[src/include/capture_macros.svh]
`ifndef CAPTURE_MACROS_SVH
`define CAPTURE_MACROS_SVH

// frame ram geometry
// one word holds eight received nibbles
`define CAP_WORD_W 32

// nibbles packed into one word
`define CAP_NIBBLES 8

// word address width
`define CAP_ADDR_W 9

// number of stored words, 2**CAP_ADDR_W
`define CAP_DEPTH 512

// uart timing
// mainclk cycles per serial bit
`define CAP_BAUD_DIV 8

`endif

[src/hdl/capture_pkg.sv]
`default_nettype none

`include "capture_macros.svh"

package capture_pkg;

    // top level sequence, also the status output
    typedef enum logic [1:0] {
        CAP_IDLE = 2'd0,
        CAP_REC  = 2'd1,
        CAP_DUMP = 2'd2
    } cap_state_t;

    // one stored word
    typedef logic [`CAP_WORD_W-1:0] word_t;

    // ram address
    typedef logic [`CAP_ADDR_W-1:0] addr_t;

    // word count, one extra bit so a full ram is representable
    typedef logic [`CAP_ADDR_W:0] count_t;

    // one serial byte
    typedef logic [7:0] ascii_t;

    // write request into the frame ram
    typedef struct packed {
        logic  en;
        addr_t addr;
        word_t data;
    } ram_wr_t;

    // read request, data comes back a cycle later
    typedef struct packed {
        logic  en;
        addr_t addr;
    } ram_rd_t;

endpackage

`default_nettype wire

[src/hdl/uart_tx.sv]
`timescale 1ns/1ps
`default_nettype none

`include "capture_macros.svh"

module uart_tx (
    input  logic                 mainclk,
    input  logic                 rst,
    input  capture_pkg::ascii_t  tx_data,
    input  logic                 tx_valid,
    output logic                 tx_ready,
    output logic                 txd
);
    localparam int DIV_W = $clog2(`CAP_BAUD_DIV);

    logic [8:0]       shift_q;
    logic [3:0]       bit_cnt;
    logic [DIV_W-1:0] div_cnt;
    logic             busy;
    logic             accept;
    logic             bit_end;

    always_comb begin
        tx_ready = !busy;
        accept   = tx_valid && !busy;
        bit_end  = (div_cnt == DIV_W'(`CAP_BAUD_DIV - 1));
    end

    // line starts on the start bit, then data lsb first, then stop
    always_ff @(posedge mainclk) begin
        if (rst) begin
            busy    <= 1'b0;
            txd     <= 1'b1;
            div_cnt <= '0;
            bit_cnt <= '0;
        end else if (accept) begin
            busy    <= 1'b1;
            txd     <= 1'b0;
            div_cnt <= '0;
            bit_cnt <= '0;
        end else if (busy) begin
            if (bit_end) begin
                div_cnt <= '0;
                if (bit_cnt == 4'd9) begin
                    // stop bit done
                    busy <= 1'b0;
                    txd  <= 1'b1;
                end else begin
                    txd     <= shift_q[0];
                    bit_cnt <= bit_cnt + 1'b1;
                end
            end else begin
                div_cnt <= div_cnt + 1'b1;
            end
        end
    end

    // data and stop bit waiting behind the start bit
    always_ff @(posedge mainclk) begin
        if (accept) begin
            shift_q <= {1'b1, tx_data};
        end else if (busy && bit_end) begin
            shift_q <= shift_q >> 1;
        end
    end

endmodule

`default_nettype wire

[config.mk]
export PLATFORM = sky130hd
export DESIGN_NAME = uart_tx
export DESIGN_NICKNAME = d
export VERILOG_FILES = /design/src/hdl/capture_pkg.sv /design/src/hdl/uart_tx.sv
export VERILOG_INCLUDE_DIRS = /design/src /design/src/include
export SDC_FILE = /design/constraint.sdc
export NUM_CORES = 1
export LEC_CHECK = 0
export ABC_CLOCK_PERIOD_IN_PS = 2400
export BUFFER_PORTS_ARGS = -buffer_cell sky130_fd_sc_hd__buf_2
export CORE_MARGIN = 10
export CORE_UTILIZATION = 61
export CTS_BUF_LIST = sky130_fd_sc_hd__clkbuf_8
export DETAILED_ROUTE_END_ITERATION = 7
export PLACE_DENSITY = 0.83
export SLEW_MARGIN = 40
export SYNTH_ARGS = -nofsm -noshare
export SYNTH_HDL_FRONTEND = slang
export SYNTH_SLANG_ARGS = --single-unit
[constraint.sdc]
create_clock -name mainclk -period 2.4 [get_ports mainclk]
set_input_delay 0 -clock mainclk [delete_from_list [all_inputs] [get_ports mainclk]]
set_output_delay 0 -clock mainclk [all_outputs]
set_load 0.02 [all_outputs]
==> impl_metrics.yaml <==
run_status:
  status: "finished clean"
floorplanning:
  core_um2: 1280
  ios: 13
  die_area_um2: 3220
  die_h_um: 56.7
  die_x_um: 56.7
  initial_core_util: 0.641
  row_count: 13
timing:
  slew_headroom: 0.578
  setup_violations: 0
  max_clock_freq_mhz: 645
  skew_ns: 0.00118
  min_period_over_period: 0.646
  post-route-min-period_ns: 1.55
  fin_tns_setup_ns: 0
  rsz0062_at_grt: "false"
  worst_slew_pin_slew_ns: 0.632
  finalHoldViolCount: 0
  slew_viol_final: 0
setup_path:
  worst_path_max_delay_cell: "dfxtp_1"
  crit_chain: "ha_1 -> ha_1 -> nand2_1 -> nand2_1"
  cp.arrival_ns: 1.47
  required_ns: 2.32
  cp_num_buf_inv: 0
  worstSetupStartpointType: "flop"
  critPathCaptureType: "flop"
  cp_max_fo: 8
  crit_family: "simple AND/OR/NAND/NOR gates"
  max_stage_delay_ns: 0.35
  worstSetupPathType: "reg -> reg"
clock_network:
  cts_tree: "yes"
  cts.sinks: 18
  clock_tree.buffer_depth: 2
  cts_setup_buffers: 0
  cts_made_buffers: 3
  h-tree-depth: 1
  clk_pin_slew_ns: 0.07
  cts_resized: 0
  cts-root-buf: "clkbuf_8"
  clock_latency_ns: 0.25
grt:
  grtUsageTotal: 0.0982
  grt_antenna_before_repair: 0
  overflow: 0
  grt_pass1_vias: 624
  grt_first_pass_wirelength_um: 2620
  grt_max_degree: 12
final_layout:
  nets: 121
  regArea_um2: 440
  final_area_um2: 942
  multi_input_area_um2: 357
  antenna_cells: 0
  drive_above_1_share: 0.144
  area_delta_synth_final_pct: 14.4
  fillers: 95
flow_run:
  max_cap_violations: 0
synthesis:
  synth_largest_area_cell: "edfxtp_1"
  synth_nets: 106
  ys_seq_area_frac: 0.535
  async_flop_share: 0
  synth.ff_latch_count: 18
  avgSynthCellArea_um2: 9.15
  ys_types: 20
  synth_area_um2: 823
  yosys_warnings: 0
  synth_edf_count: 8
  yosysTopAreaCellShare: 0.292
  synth-main-ff-cell: "dfxtp_1"
  synth_top_cells_by_count: "nand2_1 (28), dfxtp_1 (10), edfxtp_1 (8)"
  synthCells: 90
  synth.most_common_cell: "nand2_1"
  yosys-top-cells-area: "edfxtp_1 (29%), dfxtp_1 (24%), nand2_1 (13%), ha_1 (7.6%), a21oi_1 (4.3%)"
detailed_routing:
  num_vias: 644
  routed_wl_um: 1590
  final_antenna_net_count: 0
  drt_iter0_drc: 31
  drc: 0
  wire_per_inst_um: 13.4
  dr.pass1.iters: 4
  via_per_inst: 5.41
min_path:
  hold_path.class: "in -> reg"
power_and_ir_drop:
  peakVddDrop_v: 0.000710
  powerDensity_nw_per_um2: 647
  leakage_nw: 0.428
placement:
  hpwl_um: 1170
  numPortBuffers: 12
  gp_congestion: 0.698
  placed_cell_area_um2: 887
-- per-stage QoR --
| step | hold slack (ns) | utilization | worst slack [ns] | cells | total power [mW] |
|---|---|---|---|---|---|
| 2_1_floorplan | 0.0724 | - | 1.04 | 90 | 0.384 |
| 3_3_place_gp | 0.182 | 0.690 | 0.910 | 114 | 0.398 |
| 3_5_place_dp | 0.179 | 0.690 | 0.854 | 114 | 0.401 |
| 4_1_cts | 0.00816 | 0.733 | 0.853 | 119 | 0.609 |
| 5_1_grt | 0.0218 | 0.733 | 0.707 | 119 | 0.629 |
| 6_report | 0.0100 | 0.733 | 0.850 | 119 | 0.609 |
-- placed cells by master (no fill, tap or decap), drive strengths merged --
cell type and instances:
nand2b 1, buf 12, a211oi 1, ha 5, mux2i 2, a21oi 7, dlygate4sd3 1, nor3b 1
clkbuf 3, or3 2, edfxtp 8, clkinv 1, dfxtp 10, nand3b 2, o21ai 3, nor2b 1
nand2 28, nor2 6, and2 1, inv 3, nand3 4, o22ai 1, and3b 1
-- worst reg2reg max path: stages, from the launching register on --
cell	delay, ns
dfxtp_1	0.35
ha_1	0.18
ha_1	0.20
nand2_1	0.17
nand2_1	0.33
-- what timing repair did --
action | in CTS | in global routing
setup endpoints to repair | 0 | 0
hold buffers | 1 | 0
hold endpoints to repair | 2 | 0
-- registers in the layout, indices dropped and copies added, names as in the netlist --
register	count
bit_cnt	4
busy	1
div_cnt	3
shift_q	9
txd	1
-- cell families (layout without fill, tap and decap cells) --
kind of cell             Yosys count  count (layout)  synth area share
adder cells (fa/ha/maj)            5               5            0.0760
flip-flops                        18              18             0.535
AO/OA/AOI/OAI                     12              12            0.0775
AND/OR/NAND/NOR                   47              47             0.255
multiplexers                       2               2            0.0243
buffers and inverters              6              20            0.0319
-- power by group --
part | switching [mW] | internal [mW]
sequential | 0.00685 | 0.337
combinational | 0.0328 | 0.0204
clock | 0.0987 | 0.114
-- path summary, 6_finish.rpt --
path	slack, ns	start	cells past startpoint	to
min reg2reg	0.48	div_cnt[1]$_SDFFE_PP0P_	2	div_cnt[1]$_SDFFE_PP0P_
max reg2reg	0.85	div_cnt[0]$_SDFFE_PP0P_	4	shift_q[7]$_DFFE_PP_
max	0.85	div_cnt[0]$_SDFFE_PP0P_	4	shift_q[7]$_DFFE_PP_
min	0.01	tx_data[7]	3	shift_q[7]$_DFFE_PP_
-- per-layer routing --
layer,part of all wire,global-route usage
met5,0,0
met4,0.017,0.0235
met3,0.056,0.0427
met2,0.44,0.157
met1,0.48,0.117
-- area by class of cell --
| class | count | share of cell area |
|---|---|---|
| Timing Repair Buffer | 13 | 0.0744 |
| Sequential cell | 18 | 0.467 |
| Tap cell | 15 | 0.0199 |
| Inverter | 3 | 0.0120 |
| Multi-Input combinational cell | 66 | 0.378 |
| Clock inverter | 1 | 0.00398 |
| Clock buffer | 3 | 0.0438 |
(Power assumes the default switching activity.)
