## src/include/capture_macros.svh

```systemverilog
`ifndef CAPTURE_MACROS_SVH
`define CAPTURE_MACROS_SVH

// frame ram geometry
// one word holds eight received nibbles
`define CAP_WORD_W 32

// nibbles packed into one word
`define CAP_NIBBLES 8

// word address width
`define CAP_ADDR_W 9

// number of stored words, 2**CAP_ADDR_W
`define CAP_DEPTH 512

// uart timing
// mainclk cycles per serial bit
`define CAP_BAUD_DIV 8

`endif

```

## src/hdl/capture_pkg.sv

```systemverilog
`default_nettype none

`include "capture_macros.svh"

package capture_pkg;

    // top level sequence, also the status output
    typedef enum logic [1:0] {
        CAP_IDLE = 2'd0,
        CAP_REC  = 2'd1,
        CAP_DUMP = 2'd2
    } cap_state_t;

    // one stored word
    typedef logic [`CAP_WORD_W-1:0] word_t;

    // ram address
    typedef logic [`CAP_ADDR_W-1:0] addr_t;

    // word count, one extra bit so a full ram is representable
    typedef logic [`CAP_ADDR_W:0] count_t;

    // one serial byte
    typedef logic [7:0] ascii_t;

    // write request into the frame ram
    typedef struct packed {
        logic  en;
        addr_t addr;
        word_t data;
    } ram_wr_t;

    // read request, data comes back a cycle later
    typedef struct packed {
        logic  en;
        addr_t addr;
    } ram_rd_t;

endpackage

`default_nettype wire

```

## src/hdl/hex_dumper.sv

```systemverilog
`timescale 1ns/1ps
`default_nettype none

`include "capture_macros.svh"

module hex_dumper (
    input  logic                  mainclk,
    input  logic                  rst,
    input  logic                  dump_start,
    input  capture_pkg::count_t   word_count,
    output capture_pkg::ram_rd_t  rd,
    input  capture_pkg::word_t    rd_data,
    output capture_pkg::ascii_t   tx_data,
    output logic                  tx_valid,
    input  logic                  tx_ready,
    output logic                  dump_done
);
    import capture_pkg::*;

    localparam int NIB_W = $clog2(`CAP_NIBBLES);

    typedef enum logic [2:0] {
        DS_IDLE,
        DS_READ,
        DS_LOAD,
        DS_SEND,
        DS_NEXT
    } dump_st_t;

    dump_st_t         st;
    addr_t            addr_q;
    word_t            word_buf;
    logic [NIB_W-1:0] nib_q;
    logic             send_now;
    logic             last_nib;
    logic             last_word;

    // 0-9 -> "0"-"9", 10-15 -> "a"-"f"
    function automatic ascii_t to_hex(input logic [3:0] n);
        if (n < 4'd10) begin
            return 8'h30 + ascii_t'(n);
        end
        return 8'h57 + ascii_t'(n);
    endfunction

    always_comb begin
        // one strobe per ready window
        send_now  = (st == DS_SEND) && tx_ready && !tx_valid;
        last_nib  = (nib_q == NIB_W'(`CAP_NIBBLES - 1));
        last_word = (count_t'(addr_q) + 1'b1) == word_count;
        rd.en     = (st == DS_READ);
        rd.addr   = addr_q;
    end

    always_ff @(posedge mainclk) begin
        if (rst) begin
            st        <= DS_IDLE;
            addr_q    <= '0;
            nib_q     <= '0;
            tx_valid  <= 1'b0;
            dump_done <= 1'b0;
        end else begin
            tx_valid  <= send_now;
            dump_done <= 1'b0;
            unique case (st)
                DS_IDLE: begin
                    if (dump_start) begin
                        addr_q <= '0;
                        // empty frame, finish right away
                        if (word_count == '0) begin
                            dump_done <= 1'b1;
                        end else begin
                            st <= DS_READ;
                        end
                    end
                end
                DS_READ: begin
                    st <= DS_LOAD;
                end
                DS_LOAD: begin
                    nib_q <= '0;
                    st    <= DS_SEND;
                end
                DS_SEND: begin
                    if (send_now) begin
                        nib_q <= nib_q + 1'b1;
                        if (last_nib) begin
                            st <= DS_NEXT;
                        end
                    end
                end
                DS_NEXT: begin
                    // last char is being taken this cycle
                    if (last_word) begin
                        dump_done <= 1'b1;
                        st        <= DS_IDLE;
                    end else begin
                        addr_q <= addr_q + 1'b1;
                        st     <= DS_READ;
                    end
                end
                default: begin
                    st <= DS_IDLE;
                end
            endcase
        end
    end

    // word buffer, low nibble goes out first
    always_ff @(posedge mainclk) begin
        if (st == DS_LOAD) begin
            word_buf <= rd_data;
        end else if (send_now) begin
            word_buf <= word_buf >> 4;
        end
        if (send_now) begin
            tx_data <= to_hex(word_buf[3:0]);
        end
    end

endmodule

`default_nettype wire

```

## config.mk

```make
export PLATFORM = sky130hd
export DESIGN_NAME = hex_dumper
export DESIGN_NICKNAME = d
export VERILOG_FILES = /design/src/hdl/capture_pkg.sv /design/src/hdl/hex_dumper.sv
export VERILOG_INCLUDE_DIRS = /design/src /design/src/include
export SDC_FILE = /design/constraint.sdc
export NUM_CORES = 1
export LEC_CHECK = 0
export BUFFER_PORTS_ARGS = -buffer_cell sky130_fd_sc_hd__buf_2
export CAP_MARGIN = 20
export CELL_PAD_IN_SITES_DETAIL_PLACEMENT = 1
export CELL_PAD_IN_SITES_GLOBAL_PLACEMENT = 2
export CORE_ASPECT_RATIO = 1.2
export CORE_MARGIN = 3
export CORE_UTILIZATION = 35
export CTS_CLUSTER_DIAMETER = 60
export DETAILED_ROUTE_END_ITERATION = 10
export PLACE_DENSITY_LB_ADDON = 0.2
export SLEW_MARGIN = 20
export SYNTH_ARGS = -nofsm -noshare
export SYNTH_HDL_FRONTEND = slang
export SYNTH_SLANG_ARGS = --single-unit
```

## constraint.sdc

```tcl
create_clock -name mainclk -period 5.59 [get_ports mainclk]
set_input_delay 0.559 -clock mainclk [delete_from_list [all_inputs] [get_ports mainclk]]
set_output_delay 0.559 -clock mainclk [all_outputs]
set_load 0.01 [all_outputs]
```

==> run metrics <==
P_sw=0.247 mW; antenna viol nets, final=0; min-delay worst type=flop to flop; Net Count, Synth=351; final WL=6850 um; CTS Buffer Depth=2; largest net degree at the start of global routing=33; Crit Path Class=flop to flop; global route hottest layer=met2; Cell Int Power=0.644 mW; crit share post-route=50.6%; required time of the worst setup path=5810 ps; Yosys reg bits=56; GP Congestion=0.784; Post-Syn Instances=301; startpoint types=flop; VDD IR max=117 uV; crit-path max FO=15; Post-synth top cells=105 x nand2_1, 39 x edfxtp_1, 17 x dfxtp_1; global-route usage over all layers=15.5%; DR vias=2307; layout cells sized above 1=23.8%; Avg Inst Size Synth=9.45 um^2; Post-Syn Area=2850 um^2; Die Ht=105 um; WL per Instance=15.1 um; FMAX=353 MHz; setup tns final=0 ps; R2R depth=8; RSZ-0062 raised after global routing=false; R2R setup slack=2760 ps; sequential share of power=58.0%; port buffer count=64; I/O pin total=66; Worst R2R End=addr_q[0]; Final setup viols=0; ANT cells=0; final core utilization=42.6%; DIE AREA=9250 um^2; Critical path destination=addr_q[0]; CTS tree=built; remaining global-route overflow=0; met2 Resource Use GR=25.8%; M1 GR Usage=20.7%; Arr. time, crit path=3040 ps; Post-CTS Hold Buffers=0; status=finished clean; clock latency on the worst-skew pair=300 ps; most frequent cell after synthesis=nand2_1; Final nets=411; relative slew slack=44.7%; Pleak=1.38 nW; Worst Setup SP=addr_q[0]; clk root buf=clkbuf_8; CTS H-Tree Depth=2; Clk pin slew, worst setup/hold paths=100 ps; top_reg_cell synth=edfxtp_1; # resized after CTS=0; Die Wd=88.3 um; share of Yosys cell area claimed by the top area cell type=41.2%; Max Cap Viol=0; Worst-Margin Slew=823 ps; Vias/cell=5.08; sw frac=27.7%; Post-synth EDFFs=39; PwrDens=268 nW/um^2; Synth area leaders=edfxtp_1 41%, nand2_1 14%, dfxtp_1 12%, xnor2_1 2.5%, nand3_1 1.9%; DRT Pass-1 Iters=4; cts bufs inserted=5; Area Overhead vs Synth=16.8%; Comb pwr share=17.4%; CP endpoint kind=flop; Core Box Area=7790 um^2; max-slew violations=0; Initial Utilization=36.5%; Setup Skew=14.4 ps; row count=35; Synth async-reset ratio=0%; vias in the first global route=2351; post-detail-place hpwl=4940 um; post-synthesis cell type count=48; global-route wire length before repair=11400 um; Initial DRC Count=153; post-CTS setup buffer count=0; clock sink count=56; reg2reg start=addr_q[0]; met3 GRT Util=2.13%; min cycle time layout=2830 ps; Clock power frac=24.6%; Seq/Total Area, Yosys=53.1%; initial antenna violation count=0; Ys Warns=0; DRC violations left=0; Final Hold Vio Count=0; largest area contributor in the netlist=edfxtp_1
worst min path at each step:
stage | slack [ps] | from | cells past startpoint | end
3_5_place_dp | 470 | nib_q[1] | 2 | nib_q[1]
3_3_place_gp | 460 | nib_q[1] | 2 | nib_q[1]
2_1_floorplan | 450 | nib_q[1] | 2 | nib_q[1]
4_1_cts | 490 | nib_q[1] | 2 | nib_q[1]
6_report | 480 | nib_q[1] | 2 | nib_q[1]
5_1_grt | 500 | rd_data[5] | 3 | word_buf[5]
worst max-delay path: stages, from the launching register on:
cell and delay, ps:
dfxtp_1 510, ha_1 310, nand3_1 160, or2_2 350, xnor2_1 160, nand3_1 140
nor4_4 720, a31oi_4 160, a211oi_2 240
kinds of logic after synthesis:
kind of cell | after synthesis | share of synthesized area (%)
AOI/OAI and AO/OA | 34 | 8.75
xor gates and xnor gates | 12 | 3.69
adders and majority gates | 4 | 1.76
buffers and inverters | 21 | 3.25
DFF | 56 | 53.1
muxes | 2 | 0.748
other | 2 | 0.264
and+or+nand+nor | 170 | 28.4
power by group through the flow:
| stage | sequential (mW) | clock [mW] | combinational [mW] |
|---|---|---|---|
| finish | 0.516 | 0.219 | 0.155 |
| global route | 0.521 | 0.246 | 0.181 |
| CTS | 0.516 | 0.230 | 0.160 |
| detailed placement | 0.526 | 0 | 0.158 |
| global placement | 0.523 | 0 | 0.153 |
| floorplan | 0.519 | 0 | 0.107 |
layer usage:
| layer | routed length (um) | up-vias |
|---|---|---|
| met5 | 0 | - |
| met4 | 58 | 0 |
| met3 | 225 | 4 |
| met2 | 3470 | 40 |
| met1 | 3090 | 1095 |
| li1 | - | 1168 |
state kept, by name (all words and copies together) (netlist names):
| signal | cells |
|---|---|
| word_buf | 32 |
| addr_q | 9 |
| tx_data | 7 |
| nib_q | 3 |
| st | 3 |
| dump_done | 1 |
| tx_valid | 1 |
placed cells by master, fill, tap and decap left out, drive strengths merged, types with 2 or more instances in the layout:
master	netlist	layout
a21oi	5	5
a31oi	6	6
and2	7	7
buf	4	67
clkbuf	10	7
conb	2	2
dfxtp	17	17
edfxtp	39	39
ha	4	4
inv	7	7
nand2	105	105
nand2b	3	3
nand3	11	11
nand4	3	3
nor2	11	11
nor2b	4	4
nor3	7	7
nor3b	2	2
nor4	6	6
o2111ai	2	2
o211ai	5	5
o21a	3	3
o21ai	6	6
or4	2	2
or4b	5	5
xnor2	8	8
xor2	4	4
area by class of cell:
type / count / area, um^2
fillers: 938 / 4470
multi-input cells: 224 / 1240
well taps: 92 / 115
clock buffers: 7 / 76.3
inverters: 7 / 26.3
clock inverters: 1 / 8.76
repair buffers: 67 / 343
flip-flops and latches: 56 / 1510
through the flow:
| stage | hold WS (ps) | cell area (um^2) | worst slack, ps | total power, mW | std cells |
|---|---|---|---|---|---|
| 4_1_cts | 489 | 3320 | 2760 | 0.906 | 454 |
| 3_5_place_dp | 474 | 3240 | 2770 | 0.684 | 446 |
| 2_1_floorplan | 452 | 2850 | 3290 | 0.626 | 301 |
| 3_3_place_gp | 458 | 3240 | 2830 | 0.676 | 446 |
| 5_1_grt | 505 | 3320 | 2440 | 0.948 | 454 |
| 6_report | 483 | 3320 | 2760 | 0.890 | 454 |
Power figures use the tool's default switching activity.
