===== config.mk =====
export PLATFORM = sky130hd
export DESIGN_NAME = nibble_packer
export DESIGN_NICKNAME = d
export VERILOG_FILES = /design/src/hdl/capture_pkg.sv /design/src/hdl/nibble_packer.sv
export VERILOG_INCLUDE_DIRS = /design/src /design/src/include
export SDC_FILE = /design/constraint.sdc
export NUM_CORES = 1
export LEC_CHECK = 0
export BUFFER_PORTS_ARGS = -buffer_cell sky130_fd_sc_hd__buf_2
export CAP_MARGIN = 30
export CORE_ASPECT_RATIO = 0.75
export CORE_UTILIZATION = 50
export CTS_CLUSTER_DIAMETER = 30
export DETAILED_ROUTE_END_ITERATION = 6
export HOLD_SLACK_MARGIN = 0.1
export PLACE_DENSITY = 0.81
export SYNTH_ARGS = -nofsm -noshare
export SYNTH_HDL_FRONTEND = slang
export SYNTH_SLANG_ARGS = --single-unit

===== constraint.sdc =====
create_clock -name mainclk -period 2.9 [get_ports mainclk]
set_input_delay 0.58 -clock mainclk [delete_from_list [all_inputs] [get_ports mainclk]]
set_output_delay 0.58 -clock mainclk [all_outputs]
set_load 0.03 [all_outputs]

===== src/include/capture_macros.svh =====
`ifndef CAPTURE_MACROS_SVH
`define CAPTURE_MACROS_SVH

// frame ram geometry
// one word holds eight received nibbles
`define CAP_WORD_W 32

// nibbles packed into one word
`define CAP_NIBBLES 8

// word address width
`define CAP_ADDR_W 9

// number of stored words, 2**CAP_ADDR_W
`define CAP_DEPTH 512

// uart timing
// mainclk cycles per serial bit
`define CAP_BAUD_DIV 8

`endif


===== src/hdl/capture_pkg.sv =====
`default_nettype none

`include "capture_macros.svh"

package capture_pkg;

    // top level sequence, also the status output
    typedef enum logic [1:0] {
        CAP_IDLE = 2'd0,
        CAP_REC  = 2'd1,
        CAP_DUMP = 2'd2
    } cap_state_t;

    // one stored word
    typedef logic [`CAP_WORD_W-1:0] word_t;

    // ram address
    typedef logic [`CAP_ADDR_W-1:0] addr_t;

    // word count, one extra bit so a full ram is representable
    typedef logic [`CAP_ADDR_W:0] count_t;

    // one serial byte
    typedef logic [7:0] ascii_t;

    // write request into the frame ram
    typedef struct packed {
        logic  en;
        addr_t addr;
        word_t data;
    } ram_wr_t;

    // read request, data comes back a cycle later
    typedef struct packed {
        logic  en;
        addr_t addr;
    } ram_rd_t;

endpackage

`default_nettype wire


===== src/hdl/nibble_packer.sv =====
`timescale 1ns/1ps
`default_nettype none

`include "capture_macros.svh"

module nibble_packer (
    input  logic                      mainclk,
    input  logic                      rst,
    input  logic                      frame_start,
    input  logic                      rec_en,
    input  logic                      eth_rx_dv,
    input  logic [3:0]                eth_rxd,
    output capture_pkg::ram_wr_t      wr,
    output capture_pkg::count_t       word_count
);
    import capture_pkg::*;

    localparam int NIB_W = $clog2(`CAP_NIBBLES);

    logic [NIB_W-1:0] nib_cnt;
    word_t            shift_q;
    word_t            next_word;
    count_t           count_q;
    logic             wr_en_q;
    addr_t            wr_addr_q;
    word_t            wr_data_q;
    logic             take;
    logic             word_end;

    // swap the two nibbles of every byte
    function automatic word_t pair_flip(input word_t w);
        word_t r;
        for (int b = 0; b < `CAP_WORD_W / 8; b++) begin
            r[8*b +: 4]   = w[8*b+4 +: 4];
            r[8*b+4 +: 4] = w[8*b +: 4];
        end
        return r;
    endfunction

    always_comb begin
        take      = rec_en && eth_rx_dv;
        word_end  = take && (nib_cnt == NIB_W'(`CAP_NIBBLES - 1));
        // new nibble enters from the top, first one ends in 3:0
        next_word = {eth_rxd, shift_q[`CAP_WORD_W-1:4]};
    end

    // nibble position, write strobe and saturating count
    always_ff @(posedge mainclk) begin
        if (rst || frame_start) begin
            nib_cnt <= '0;
            count_q <= '0;
            wr_en_q <= 1'b0;
        end else begin
            wr_en_q <= 1'b0;
            if (take) begin
                nib_cnt <= nib_cnt + 1'b1;
            end
            // full ram, drop further words
            if (word_end && count_q < `CAP_DEPTH) begin
                wr_en_q <= 1'b1;
                count_q <= count_q + 1'b1;
            end
        end
    end

    // payload side
    always_ff @(posedge mainclk) begin
        if (take) begin
            shift_q <= next_word;
        end
        if (word_end) begin
            // address is the count before the increment
            wr_addr_q <= count_q[`CAP_ADDR_W-1:0];
            wr_data_q <= pair_flip(next_word);
        end
    end

    always_comb begin
        wr.en      = wr_en_q;
        wr.addr    = wr_addr_q;
        wr.data    = wr_data_q;
        word_count = count_q;
    end

endmodule

`default_nettype wire


==> results of run 1 <==
## where the power goes
group	switching (mW)	leakage (nW)	internal [mW]
Clock	0.382	0.117	0.570
Sequential	0.00669	0.730	1.30
Combinational	0.0166	0.357	0.00660
## state kept, by name, summed over array words and instances, names as in the netlist
signal / count
wr_en_q: 1
wr_data_q: 32
word_count: 10
nib_cnt: 3
wr_addr_q: 9
shift_q: 28
## worst min path at each step
stage | startpoint | end | slack, ps | depth (start not counted)
final | shift_q[4] | wr_data_q[4] | 420 | 0
after global routing | eth_rxd[2] | shift_q[30] | 410 | 1
after CTS | eth_rxd[2] | shift_q[30] | 410 | 1
after detailed placement | shift_q[4] | wr_data_q[4] | 410 | 0
after global placement | shift_q[5] | wr_data_q[5] | 400 | 0
after floorplan | shift_q[4] | wr_data_q[4] | 400 | 0
## metrics by stage
step / std cells / area, um^2 / hold slack, ps / util, % / setup slack (ps)
finish: 290 / 3350 / 422 / 66.2 / 1150
global route: 290 / 3350 / 406 / 66.2 / 1040
CTS: 290 / 3350 / 414 / 66.2 / 1140
detailed placement: 274 / 3120 / 406 / 61.5 / 1120
global placement: 274 / 3120 / 402 / 61.5 / 1130
floorplan: 142 / 2720 / 400 / - / 767
## routing by layer
metal	GRT usage (%)	vias up	part of all wire (%)
met5	0	-	0
met3	6.37	11	7.6
met1	18.5	686	43
met2	25.0	55	47
met4	8.61	0	1.8
li1	-	692	-
## placed cells by master (no fill, tap or decap)
cell | Yosys | layout
o31ai_1 | 4 | 4
nand2_1 | 7 | 7
buf_4 | 1 | 3
clkinvlp_4 | 0 | 1
or4_1 | 4 | 4
dfxtp_1 | 14 | 14
xnor2_1 | 1 | 1
edfxtp_1 | 69 | 69
buf_2 | 0 | 60
clkbuf_8 | 0 | 9
nand4_1 | 2 | 2
or3_1 | 3 | 3
and3_2 | 0 | 1
and4b_1 | 1 | 1
clkinv_2 | 0 | 1
o21a_1 | 1 | 1
nand3_1 | 5 | 5
or2_2 | 1 | 1
inv_1 | 3 | 3
ha_1 | 3 | 3
nand4b_4 | 1 | 1
clkinv_1 | 0 | 1
nor2_1 | 4 | 4
xor2_1 | 1 | 1
a21oi_1 | 10 | 10
o21ai_0 | 3 | 3
nor4_1 | 1 | 1
inv_6 | 0 | 1
bufinv_16 | 0 | 3
## final cells by class
cell class                 count  area (um^2)  share of cell area (%)
timing repair buffer          63          323                    9.62
inverter                       3         11.3                   0.336
tap                           72         90.1                    2.69
clock buffer                   9          124                    3.69
sequential                    83         2350                    70.1
multi-input combinational     53          339                    10.1
clock inverter                 7          115                    3.43
## kinds of logic after synthesis
family          Yosys count
buf+inv                   6
simple gates             30
flops                    83
compound gates           18
xor+xnor                  2
fa+ha+maj                 3
==> reports/summary.md, run 1 <==
The number of gates resized after CTS was 0. The initial antenna violation count is 0, and the async set-or-reset flop fraction in the synthesized netlist is 0%. The average instance in the mapped netlist occupies 19.1 um^2. During synthesis, Yosys emitted a total of 0 warnings. Yosys mapped the design onto 23 distinct sky130hd cell types. The count of flip-flops with a built-in enable after synthesis is 69, and the count of antenna diodes in the layout is 0. For the count of boundary I/O pins, the log shows 61. Measured against its own limit, the worst slew margin works out to 68.4%. Data arrives at the worst endpoint at 1790 ps. The clock passes through at most 2 buffers.

The critical path depth in cells works out to 4. The half-perimeter wire length after detailed placement was 2760 um. Synthesis produced 142 cells. The H-tree was split into 3 levels.

The share of the synthesized netlist area taken by xor and xnor gates came out at 0.645%. The commonest cells after synthesis are 69 x edfxtp_1, 14 x dfxtp_1, 10 x a21oi_1. For the net count reported at finish, the log shows 225.

The post-synthesis compound-gate area fraction is 3.78%, and the slew at the pin closest to its max-slew limit is 470 ps. The type of element capturing the critical path is a register. The depth of the worst register-to-register path is 4, and the number of port buffers is 60. The post-detailed-route wirelength per cell is 14.5 um, and the number of detailed-routing iterations run before antenna repair is 4. For the number of violations reported at the end of detailed-routing iteration 0, the log shows 73. Of the cells placed in the final design, the portion with a size suffix greater than 1 is 37.2%. For the count of final max-slew check failures, the log shows 0.

The worst setup path endpoint was wr_data_q[7]. Setup violations remaining at the end of the flow were counted as 0. The beginning of the worst register-to-register path was nib_cnt[0]. The smallest clock period supported by the final layout is computed as 1750 ps. The share of the synthesized area in the top cell type is 76.3%, and the leakage power is 1.20 nW. After clock tree synthesis, the setup repair step added 0 buffers. The logs give 0.00272 mm^2 for the cell area after synthesis and 6350 um for the wire length of the first global-routing pass.

In this run, synthesis produced a sequential element count of 83. In this run the critical register-to-register path is captured at wr_data_q[7]. The floorplan step set the die height to 65.8 um. Delay of the slowest critical-path stage: 430 ps. The category of the critical setup timing path is reg2reg. The part of the cycle the worst path needs works out to 60.3%. The cell family contributing the most delay on the critical path is simple AND/OR/NAND/NOR gates. The share of the Yosys chip area taken by registers is 86.6%. Entering global routing, the biggest net connects 29 pins. VDD sags by at most 404 uV.

The final count of hold timing violations was 0; the multiplexer area fraction after synthesis was 0%. Global routing used 15.7% of the available tracks across all layers. TritonCTS built the clock tree. After Yosys synthesis, and, or, nand and nor cells account for 6.63% of the synthesized area. By area, the combinational part of the netlist is dominated by simple AND/OR/NAND/NOR gates. In the routed design, unresolved DRC markers number 0. In this run the worst setup path begins at nib_cnt[0]. In this run, post-CTS hold repair placed 0 buffers.

Dividing the detail-routed via count by the number of cells gives 4.98. The tightest min-delay check is of the reg2reg type. The buffers plus inverters on the worst setup path was 1. Measured along the x axis, the die boundary spans 87.1 um. Setup repair after global routing left no endpoint under its margin. The logs give 4200 um for the final wirelength and 1150 ps for the worst setup slack for register-to-register paths. The die covers 0.00573 mm^2. For the initial core utilization, the log shows 53.6%. The logs give 0 ps for the total negative slack for setup checks and 340 ps for the latest clock arrival within the worst-skew pair.

For the fmax, the log shows 572 MHz. Most numerous cell in the Yosys netlist: edfxtp_1. After layout, the design draws a total of 2.28 mW. The slowest stage of the critical path belongs to the cell and3_2. After synthesis, the cell types taking the most area are edfxtp_1 76%, dfxtp_1 10%, a21oi_1 1.8%.

Root buffer cell: clkbuf_8. The most numerous cell type found on the critical path is ha_1. The kind of launch point of the worst setup path was a register. Traced cell by cell, the critical path runs through ha_1 -> ha_1 -> and3_2 -> buf_4. The number of nets in the synthesized netlist was 154. TritonCTS created 9 clock buffers. After clock tree synthesis, the clock-pin slew on the worst setup and hold paths is 80 ps. The last weighted congestion value of the routability-driven placer came out at 0.776. Max-cap violation count: 0. The number of fillers in the final layout was 389. The largest total area in the synthesized netlist belongs to edfxtp_1. The tools report the number of global-route vias before repair as 1348.

The residual overflow from global routing was 0. For this run, the leading register cell type out of synthesis is edfxtp_1. Detailed routing inserted a total of 1444 vias. The power density of the placed cells works out to 681 mW/mm^2. The layout overhead on the synthesized area was 23.5%; the clock skew after layout was 5.37 ps. The run finished with clean final reports.

The arithmetic-cell share of the synthesized area counting full adders, half adders and majority gates is 1.38%, and the total number of placement rows is 22. The highest fanout seen on the critical path is 16, and the core area is 0.00506 mm^2. Once detail routing completed, the nets flagged for antenna violations numbered 0. CTS saw 83 sinks.

The data required time of the worst path came out at 2940 ps.
No activity file was read; power rests on OpenSTA's default activity.
==> run 2: changes to the inputs <==
CORE_UTILIZATION = 47   (was 50)
PLACE_DENSITY = 0.8   (was 0.81)
clock period = 1.5 ns   (was 2.9 ns; I/O delays follow)
==> run 2 against run 1 <==
Net effect: the run now ends with setup timing left; fmax is 15% higher; die area increased by 6.2%; clock-buffer cell count is 2 higher; core utilization shrank 1.9 points; sequential share of layout area down 3.1 points; setup slack worse by 1200 ps; global-route usage is 0.67 points lower; sequential power is 93% higher; flip-flop and latch count stayed put; non-clock buffer count rose by 6; design area increased by 4.8%.
==> reports/summary.md, run 2 (synthesis results as in run 1) <==
The number of violations reported at the end of detailed-routing iteration 0 was 84. The post-route standard cell area excluding fillers came out at 0.00352 mm^2. The depth of the worst register-to-register path came out at 6. The die boundary height was 67.8 um.

The vias per cell is 4.91, and the final critical delay including setup and external delays is 1520 ps. After detailed routing, the average wire length per cell comes to 14.8 um. The top cell types in the final layout, fill and taps aside, are 69 x edfxtp_1, 60 x buf_2, 10 x dfxtp_1. The logs give 0.00609 mm^2 for the area enclosed by the die boundary and 901 uV for the largest vdd supply drop. The final count of hold timing violations came out at 0. The longest clock path from root to sink contains 2 buffers. The run gives 1343 as the number of global-route vias before repair. The clock network burns 36.5% of the power.

The power density of the placed cells is 1160 mW/mm^2. The run gives 1750 ps as the worst endpoint data arrival time. Registers take 0.00236 mm^2.

For this design, the sink count on the clock tree is 83. The tree is rooted in a clkbuf_8. TritonCTS built the clock tree. In this run the cell area measured after placement is 0.00319 mm^2. The count of final max-slew check failures is 0. The flow ran to the end, but the final reports show violations.

For the total negative slack for setup checks, the log shows -27.9 ps. In this run the core area contains 23 standard-cell rows. The slew at the pin closest to its max-slew limit came out at 347 ps. The critical path depth in cells works out to 6.

The cell that appears most often on the critical path is ha_4. After clock tree synthesis, the clock-pin slew on the worst setup and hold paths is 80 ps. The run gives -24.3 ps as the worst setup slack after layout. Wire length of the first global-routing pass: 6560 um.

Category of the critical setup timing path: reg2reg. For this configuration, the core starts out at a cell density of 49.7%. The type of element capturing the critical path was a register. The last weighted congestion value of the routability-driven placer is 0.771. The initial antenna violation count was 0. Core area: 0.00547 mm^2. Fill cells in the final layout number 401. Global routing finished with a remaining overflow of 0. Buffers plus inverters on the worst setup path: 1. Headroom to the max-slew limit came out at 76.7%. The number of flip-flops in the largest register is 32. Among cell families on the critical path, the largest total delay comes from compound AO/OA/AOI/OAI gates.

The tools report the number of buffers created by CTS as 9. Summing all multi-input logic gate instances after layout gives 459 um^2. Count of boundary I/O pins: 61.

The tools report the number of nets with antenna violations after detailed routing as 0. STA puts the critical path data required time at 1720 ps. Number of failing setup endpoints in the final timing report: 2. Along the worst path, the maximum fanout reaches 7.

The signal on the critical path passes through ha_4 -> ha_4 -> nand4b_4 -> buf_6 -> o31ai_1 -> a21oi_2. The logs give 62.2% for the sequential group share of total power and 4440 um for the final wirelength. Instance count along the most critical hold path: 1.

The worst path uses 102% of the clock period. The number of detailed-routing iterations run before antenna repair was 4; the leakage power was 1.25 nW. Based on the critical path, the design can be clocked at up to 656 MHz. For this run, design rule violations remaining after detail routing come to 0. Across the routed clock network, the largest skew measured is 9.88 ps.

For this design the total switching power over the nets is 0.767 mW. In the final layout, the share of cells above drive strength 1 is 47.6%. The total number of vias is 1473, and the largest net degree at the start of global routing is 29. Once placement completed, the tool counted placed cells totaling 281.

The worst setup timing slack at the placement stage is -133 ps. In this run, the combinational gates consume 1.4% of the power. 0 antenna diodes ended up in the layout. Setup repair after global routing could not meet its margin everywhere. Input and output buffers added on the ports amount to 60.

The final reports fail on setup timing. Max-cap violation count: 0. Net switching is 18.8% of the power. The H-tree was split into 3 levels. The delay of the slowest critical-path stage is 360 ps. The wire-length estimate of the detail-placed layout is 2680 um. The worst min-delay path class is in2reg.

The worst setup path is launched from a register. Once layout is complete, the utilization of the core stands at 64.3%. The latest clock arrival within the worst-skew pair was 340 ps; the aggregate global-route resource usage was 15.1%. The slowest stage of the critical path is the dfxtp_2 cell.

The floorplan step set the die width to 89.8 um. Register with the highest flop count: wr_data_q. For the net count reported at finish, the log shows 232. From synthesis to final layout, the design area changed by 29.4%.

The most common cell after layout, fill and taps aside was edfxtp_1. For the cell internal power dissipation, the log shows 3.30 mW. The tools report the count of placed standard cells in the final layout, fillers left out as 300.
==> run 2: worst paths after layout <==
check	slack, ps	end	startpoint
max	-20	word_count[5]	nib_cnt[0]
min	150	wr_data_q[25]	eth_rxd[1]
max reg2reg	-20	word_count[5]	nib_cnt[0]
min reg2reg	430	wr_data_q[4]	shift_q[4]
==> run 2: worst register-to-register path, cell delays in order, from the launching register on <==
cell	delay [ps]
dfxtp_2	360
ha_4	140
ha_4	140
nand4b_4	140
buf_6	180
o31ai_1	360
a21oi_2	100
==> run 2: layout make-up <==
type	count	area share (%)
clock inverters	5	1.53
well taps	75	2.67
repair buffers	69	11.6
inverters	3	0.320
flip-flops and latches	83	67.0
clock buffers	11	3.74
multi-input cells	54	13.1
==> run 2: power groups by stage <==
stage | clock network (mW) | logic, mW | registers (mW)
CTS | 1.54 | 0.0551 | 2.53
global route | 1.60 | 0.0622 | 2.53
global placement | 0 | 0.0507 | 2.58
floorplan | 0 | 0.0205 | 2.58
finish | 1.48 | 0.0559 | 2.53
detailed placement | 0 | 0.0528 | 2.58
==> run 2: metal layers <==
layer  track usage [%]  vias up  routed length (um)  part of all wire [%]
met5                 0        -                   0                     0
met2              24.1       55                2080                    47
met3              6.33        9                 305                   6.9
li1                  -      711                   -                     -
met4              7.99        0                  69                   1.6
met1              17.9      698                1980                    45
==> run 2: stage by stage <==
step / hold WS, ps / power (mW)
after floorplan: 399 / 2.60
after global placement: 401 / 2.63
after detailed placement: 409 / 2.63
after CTS: 126 / 4.12
after global routing: 122 / 4.19
final: 148 / 4.07
==> run 2: timing repair <==
item,in CTS,in global routing
setup endpoints to repair,26,8
resized for setup,10,13
cloned,1,0
setup buffers,1,1
pin swaps,2,6
hold buffers,0,0
==> run 3: changes to the inputs <==
--- a/config.mk
+++ b/config.mk
@@ -10,9 +10,10 @@
 export CAP_MARGIN = 30
 export CORE_ASPECT_RATIO = 0.75
-export CORE_UTILIZATION = 47
+export CORE_UTILIZATION = 50
+export CTS_BUF_LIST = sky130_fd_sc_hd__clkbuf_4 sky130_fd_sc_hd__clkbuf_8
 export CTS_CLUSTER_DIAMETER = 30
 export DETAILED_ROUTE_END_ITERATION = 6
 export HOLD_SLACK_MARGIN = 0.1
-export PLACE_DENSITY = 0.8
+export PLACE_DENSITY = 0.84
 export SYNTH_ARGS = -nofsm -noshare
 export SYNTH_HDL_FRONTEND = slang
==> constraint.sdc (replaced) <==
create_clock -name mainclk -period 1.5 [get_ports mainclk]
set_input_delay 0.3 -clock mainclk [delete_from_list [all_inputs] [get_ports mainclk]]
set_output_delay 0.3 -clock mainclk [all_outputs]
set_load 0.02 [all_outputs]
==> run 3 against run 2 <==
Net effect: the run still ends with setup timing left; cell count down 0.33%; hold slack worse by 11 ps; wire length grew 6.5%; non-clock buffer count increased by 2; clock-buffer cell count shrank 2; core utilization grew 5.8 points.
==> reports/summary.md, run 3 (synthesis results as in run 1) <==
The flow ran to the end, but the final reports show violations. The checks that failed: setup timing. The number of hold-repair buffers added at the cts stage was 0.

After the last flow step, the layout net total stands at 234. From left edge to right edge, the die measures 87.1 um. The first routing iteration left 147 violations. At the pin with the least slew margin, the transition time is 327 ps. Using the TritonRoute via totals, the vias-per-cell ratio works out to 5.18. The logs give 350 ps for the latest clock arrival within the worst-skew pair and -30 ps for the worst setup slack for register-to-register paths. The register with the most flip-flops in the layout has 32 of them. The clock skew after layout came out at 10.0 ps. Total power for the finished layout comes to 4.32 mW. STA classifies the critical path endpoint as a register.

The combinational share of power was 1.3%. The run gives 0 as the residual overflow from global routing. Along the worst path, the maximum fanout reaches 5. The aggregate global-route resource usage came out at 18.0%. The final count of hold timing violations is 0, and the power density of the placed cells is 1220 mW/mm^2. The internal portion of the total power is 3.48 mW. The critical path ends at word_count[3]. Hold timing on the final database bottoms out at a slack of 137 ps. Across the run, the number of max-cap violations was 0. The worst setup timing slack at the placement stage is -121 ps, and the count of final max-slew check failures is 0. The analysis attributes to net switching a power of 0.839 mW. The max-slew headroom at the worst pin was 78.2%; the worst setup slack after layout was -34.6 ps. By startpoint and endpoint, the worst setup path is classified as reg2reg. The run gives 0 as the number of nets with antenna violations after detailed routing. The logs give 4 for the number of detailed-routing iterations run before antenna repair and 58.5% for the sequential group share of total power.

Clock-pin slew was measured on the worst setup and hold paths at 90 ps. The die boundary height was 65.8 um; the number of port buffers was 60. The clock network burns 40.2% of the power.

The die covers 0.00573 mm^2. The tree is rooted in a clkbuf_8. Of the cells placed in the final design, the portion with a size suffix greater than 1 is 47.6%. The logs give 0 for the initial antenna violation count and 2610 um for the half-perimeter wire length after detailed placement.

The count of antenna diodes in the layout is 0, and the switching power share of the total is 19.4%. The worst min-delay path class was in2reg. The tools report the total number of vias as 1549.

In the routed design, unresolved DRC markers number 0. Entering global routing, the biggest net connects 29 pins. Tracing the worst setup path back leads to its startpoint at nib_cnt[1]. The number of cells on the worst reg-to-reg path is 6. The number of clock buffers added by TritonCTS is 9. The clock tree synthesis step divided the H-tree into 3 levels. The number of failing setup endpoints in the final timing report was 2.

Reg-to-reg critical path endpoint: word_count[3]. The part of the cycle the worst path needs is 102%. Setup repair after global routing could not meet its margin everywhere.

In the layout the commonest cells are 69 x edfxtp_1, 60 x buf_2, 10 x dfxtp_1. After floorplanning, the core was divided into 22 placement rows. The final critical delay including setup and external delays came out at 1530 ps. The total area inside the core boundary comes to 0.00506 mm^2. Relative to the synthesized area, the layout overhead comes to 30.7%. For the leakage power, the log shows 1.24 nW. The worst register-to-register path begins at nib_cnt[1].

Leaving out fill and tap cells, the most frequent cell in the layout is edfxtp_1. In the final timing run, aggregate negative setup slack is -52.2 ps. The largest vdd supply drop is 990 uV, and the number of sinks on the clock net is 83. The first global-routing pass estimated 7110 um of wire.

The kind of launch point of the worst setup path was a register. Ranked by flip-flop count, first place goes to wr_data_q. STA puts the critical path data arrival time at 1820 ps.

Once the floorplan was initialized, standard cells occupied 53.6% of the core. The number of global-route vias before repair is 1435, and the last weighted congestion value of the routability-driven placer is 0.800. The run gives 61 as the count of boundary I/O pins.

Timing would allow up to 652 MHz. TritonCTS built the clock tree. Summed over all layers, the routed wires come to 4730 um. STA puts the critical path data required time at 1790 ps. No sink is reached through more buffers than the 2 on the longest clock path.

In the final routed layout, each cell accounts on average for 15.8 um.
run 3: changes by cell type in the layout (fill, tap and decap cells not counted), sizes merged:
cell,previous run,this run
buf,69,71
clkinvlp,0,3
clkbuf,11,9
inv,4,5
bufinv,1,2
clkinv,3,0
run 3: timing repair:
action,in CTS,in global routing
endpoints found under the setup margin,12,7
gates cloned,1,0
gates resized for setup,8,14
buffers inserted,2,0
pin swaps,4,6
run 3: per-layer routing:
metal	wire (um)	up-vias	global-route usage, %
li1	-	715	-
met1	1860	746	20.3
met2	2390	74	29.3
met3	369	14	8.11
met4	109	0	8.61
met5	0	-	0
run 3: worst min path at each step:
stage                                to        from  cells after the start
after floorplan             shift_q[28]  eth_rxd[0]                      0
after detailed placement   wr_data_q[4]  shift_q[4]                      0
final                     wr_data_q[27]  eth_rxd[3]                      1
after CTS                   shift_q[31]  eth_rxd[3]                      1
after global routing      wr_data_q[27]  eth_rxd[3]                      1
after global placement     wr_data_q[5]  shift_q[5]                      0
run 3: critical path, cell delays in order, from the launching register on:
cell,delay [ps]
dfxtp_2,360
ha_4,140
ha_4,150
nand4b_4,150
buf_6,160
or3_1,380
a21oi_2,140
run 3: area by class of cell:
class                           instances  area [um^2]
Clock inverter                          7          100
Inverter                                3         11.3
Clock buffer                            9          124
Timing Repair Buffer                   71          428
Sequential cell                        83         2360
Tap cell                               72         90.1
Multi-Input combinational cell         54          440
Fill cell                             354         1510
run 3: power groups by stage:
stage / clock [mW] / combinational, mW / sequential [mW]
finish: 1.74 / 0.0554 / 2.53
global route: 1.87 / 0.0599 / 2.53
global placement: 0 / 0.0507 / 2.58
detailed placement: 0 / 0.0522 / 2.58
floorplan: 0 / 0.0205 / 2.58
CTS: 1.77 / 0.0546 / 2.53
run 3: through the flow:
stage	instance area [um^2]	instances	utilization, %
3_3_place_gp	3200	280	63.2
3_5_place_dp	3200	280	63.2
5_1_grt	3550	299	70.1
4_1_cts	3490	299	68.8
6_report	3550	299	70.1
2_1_floorplan	2720	142	-
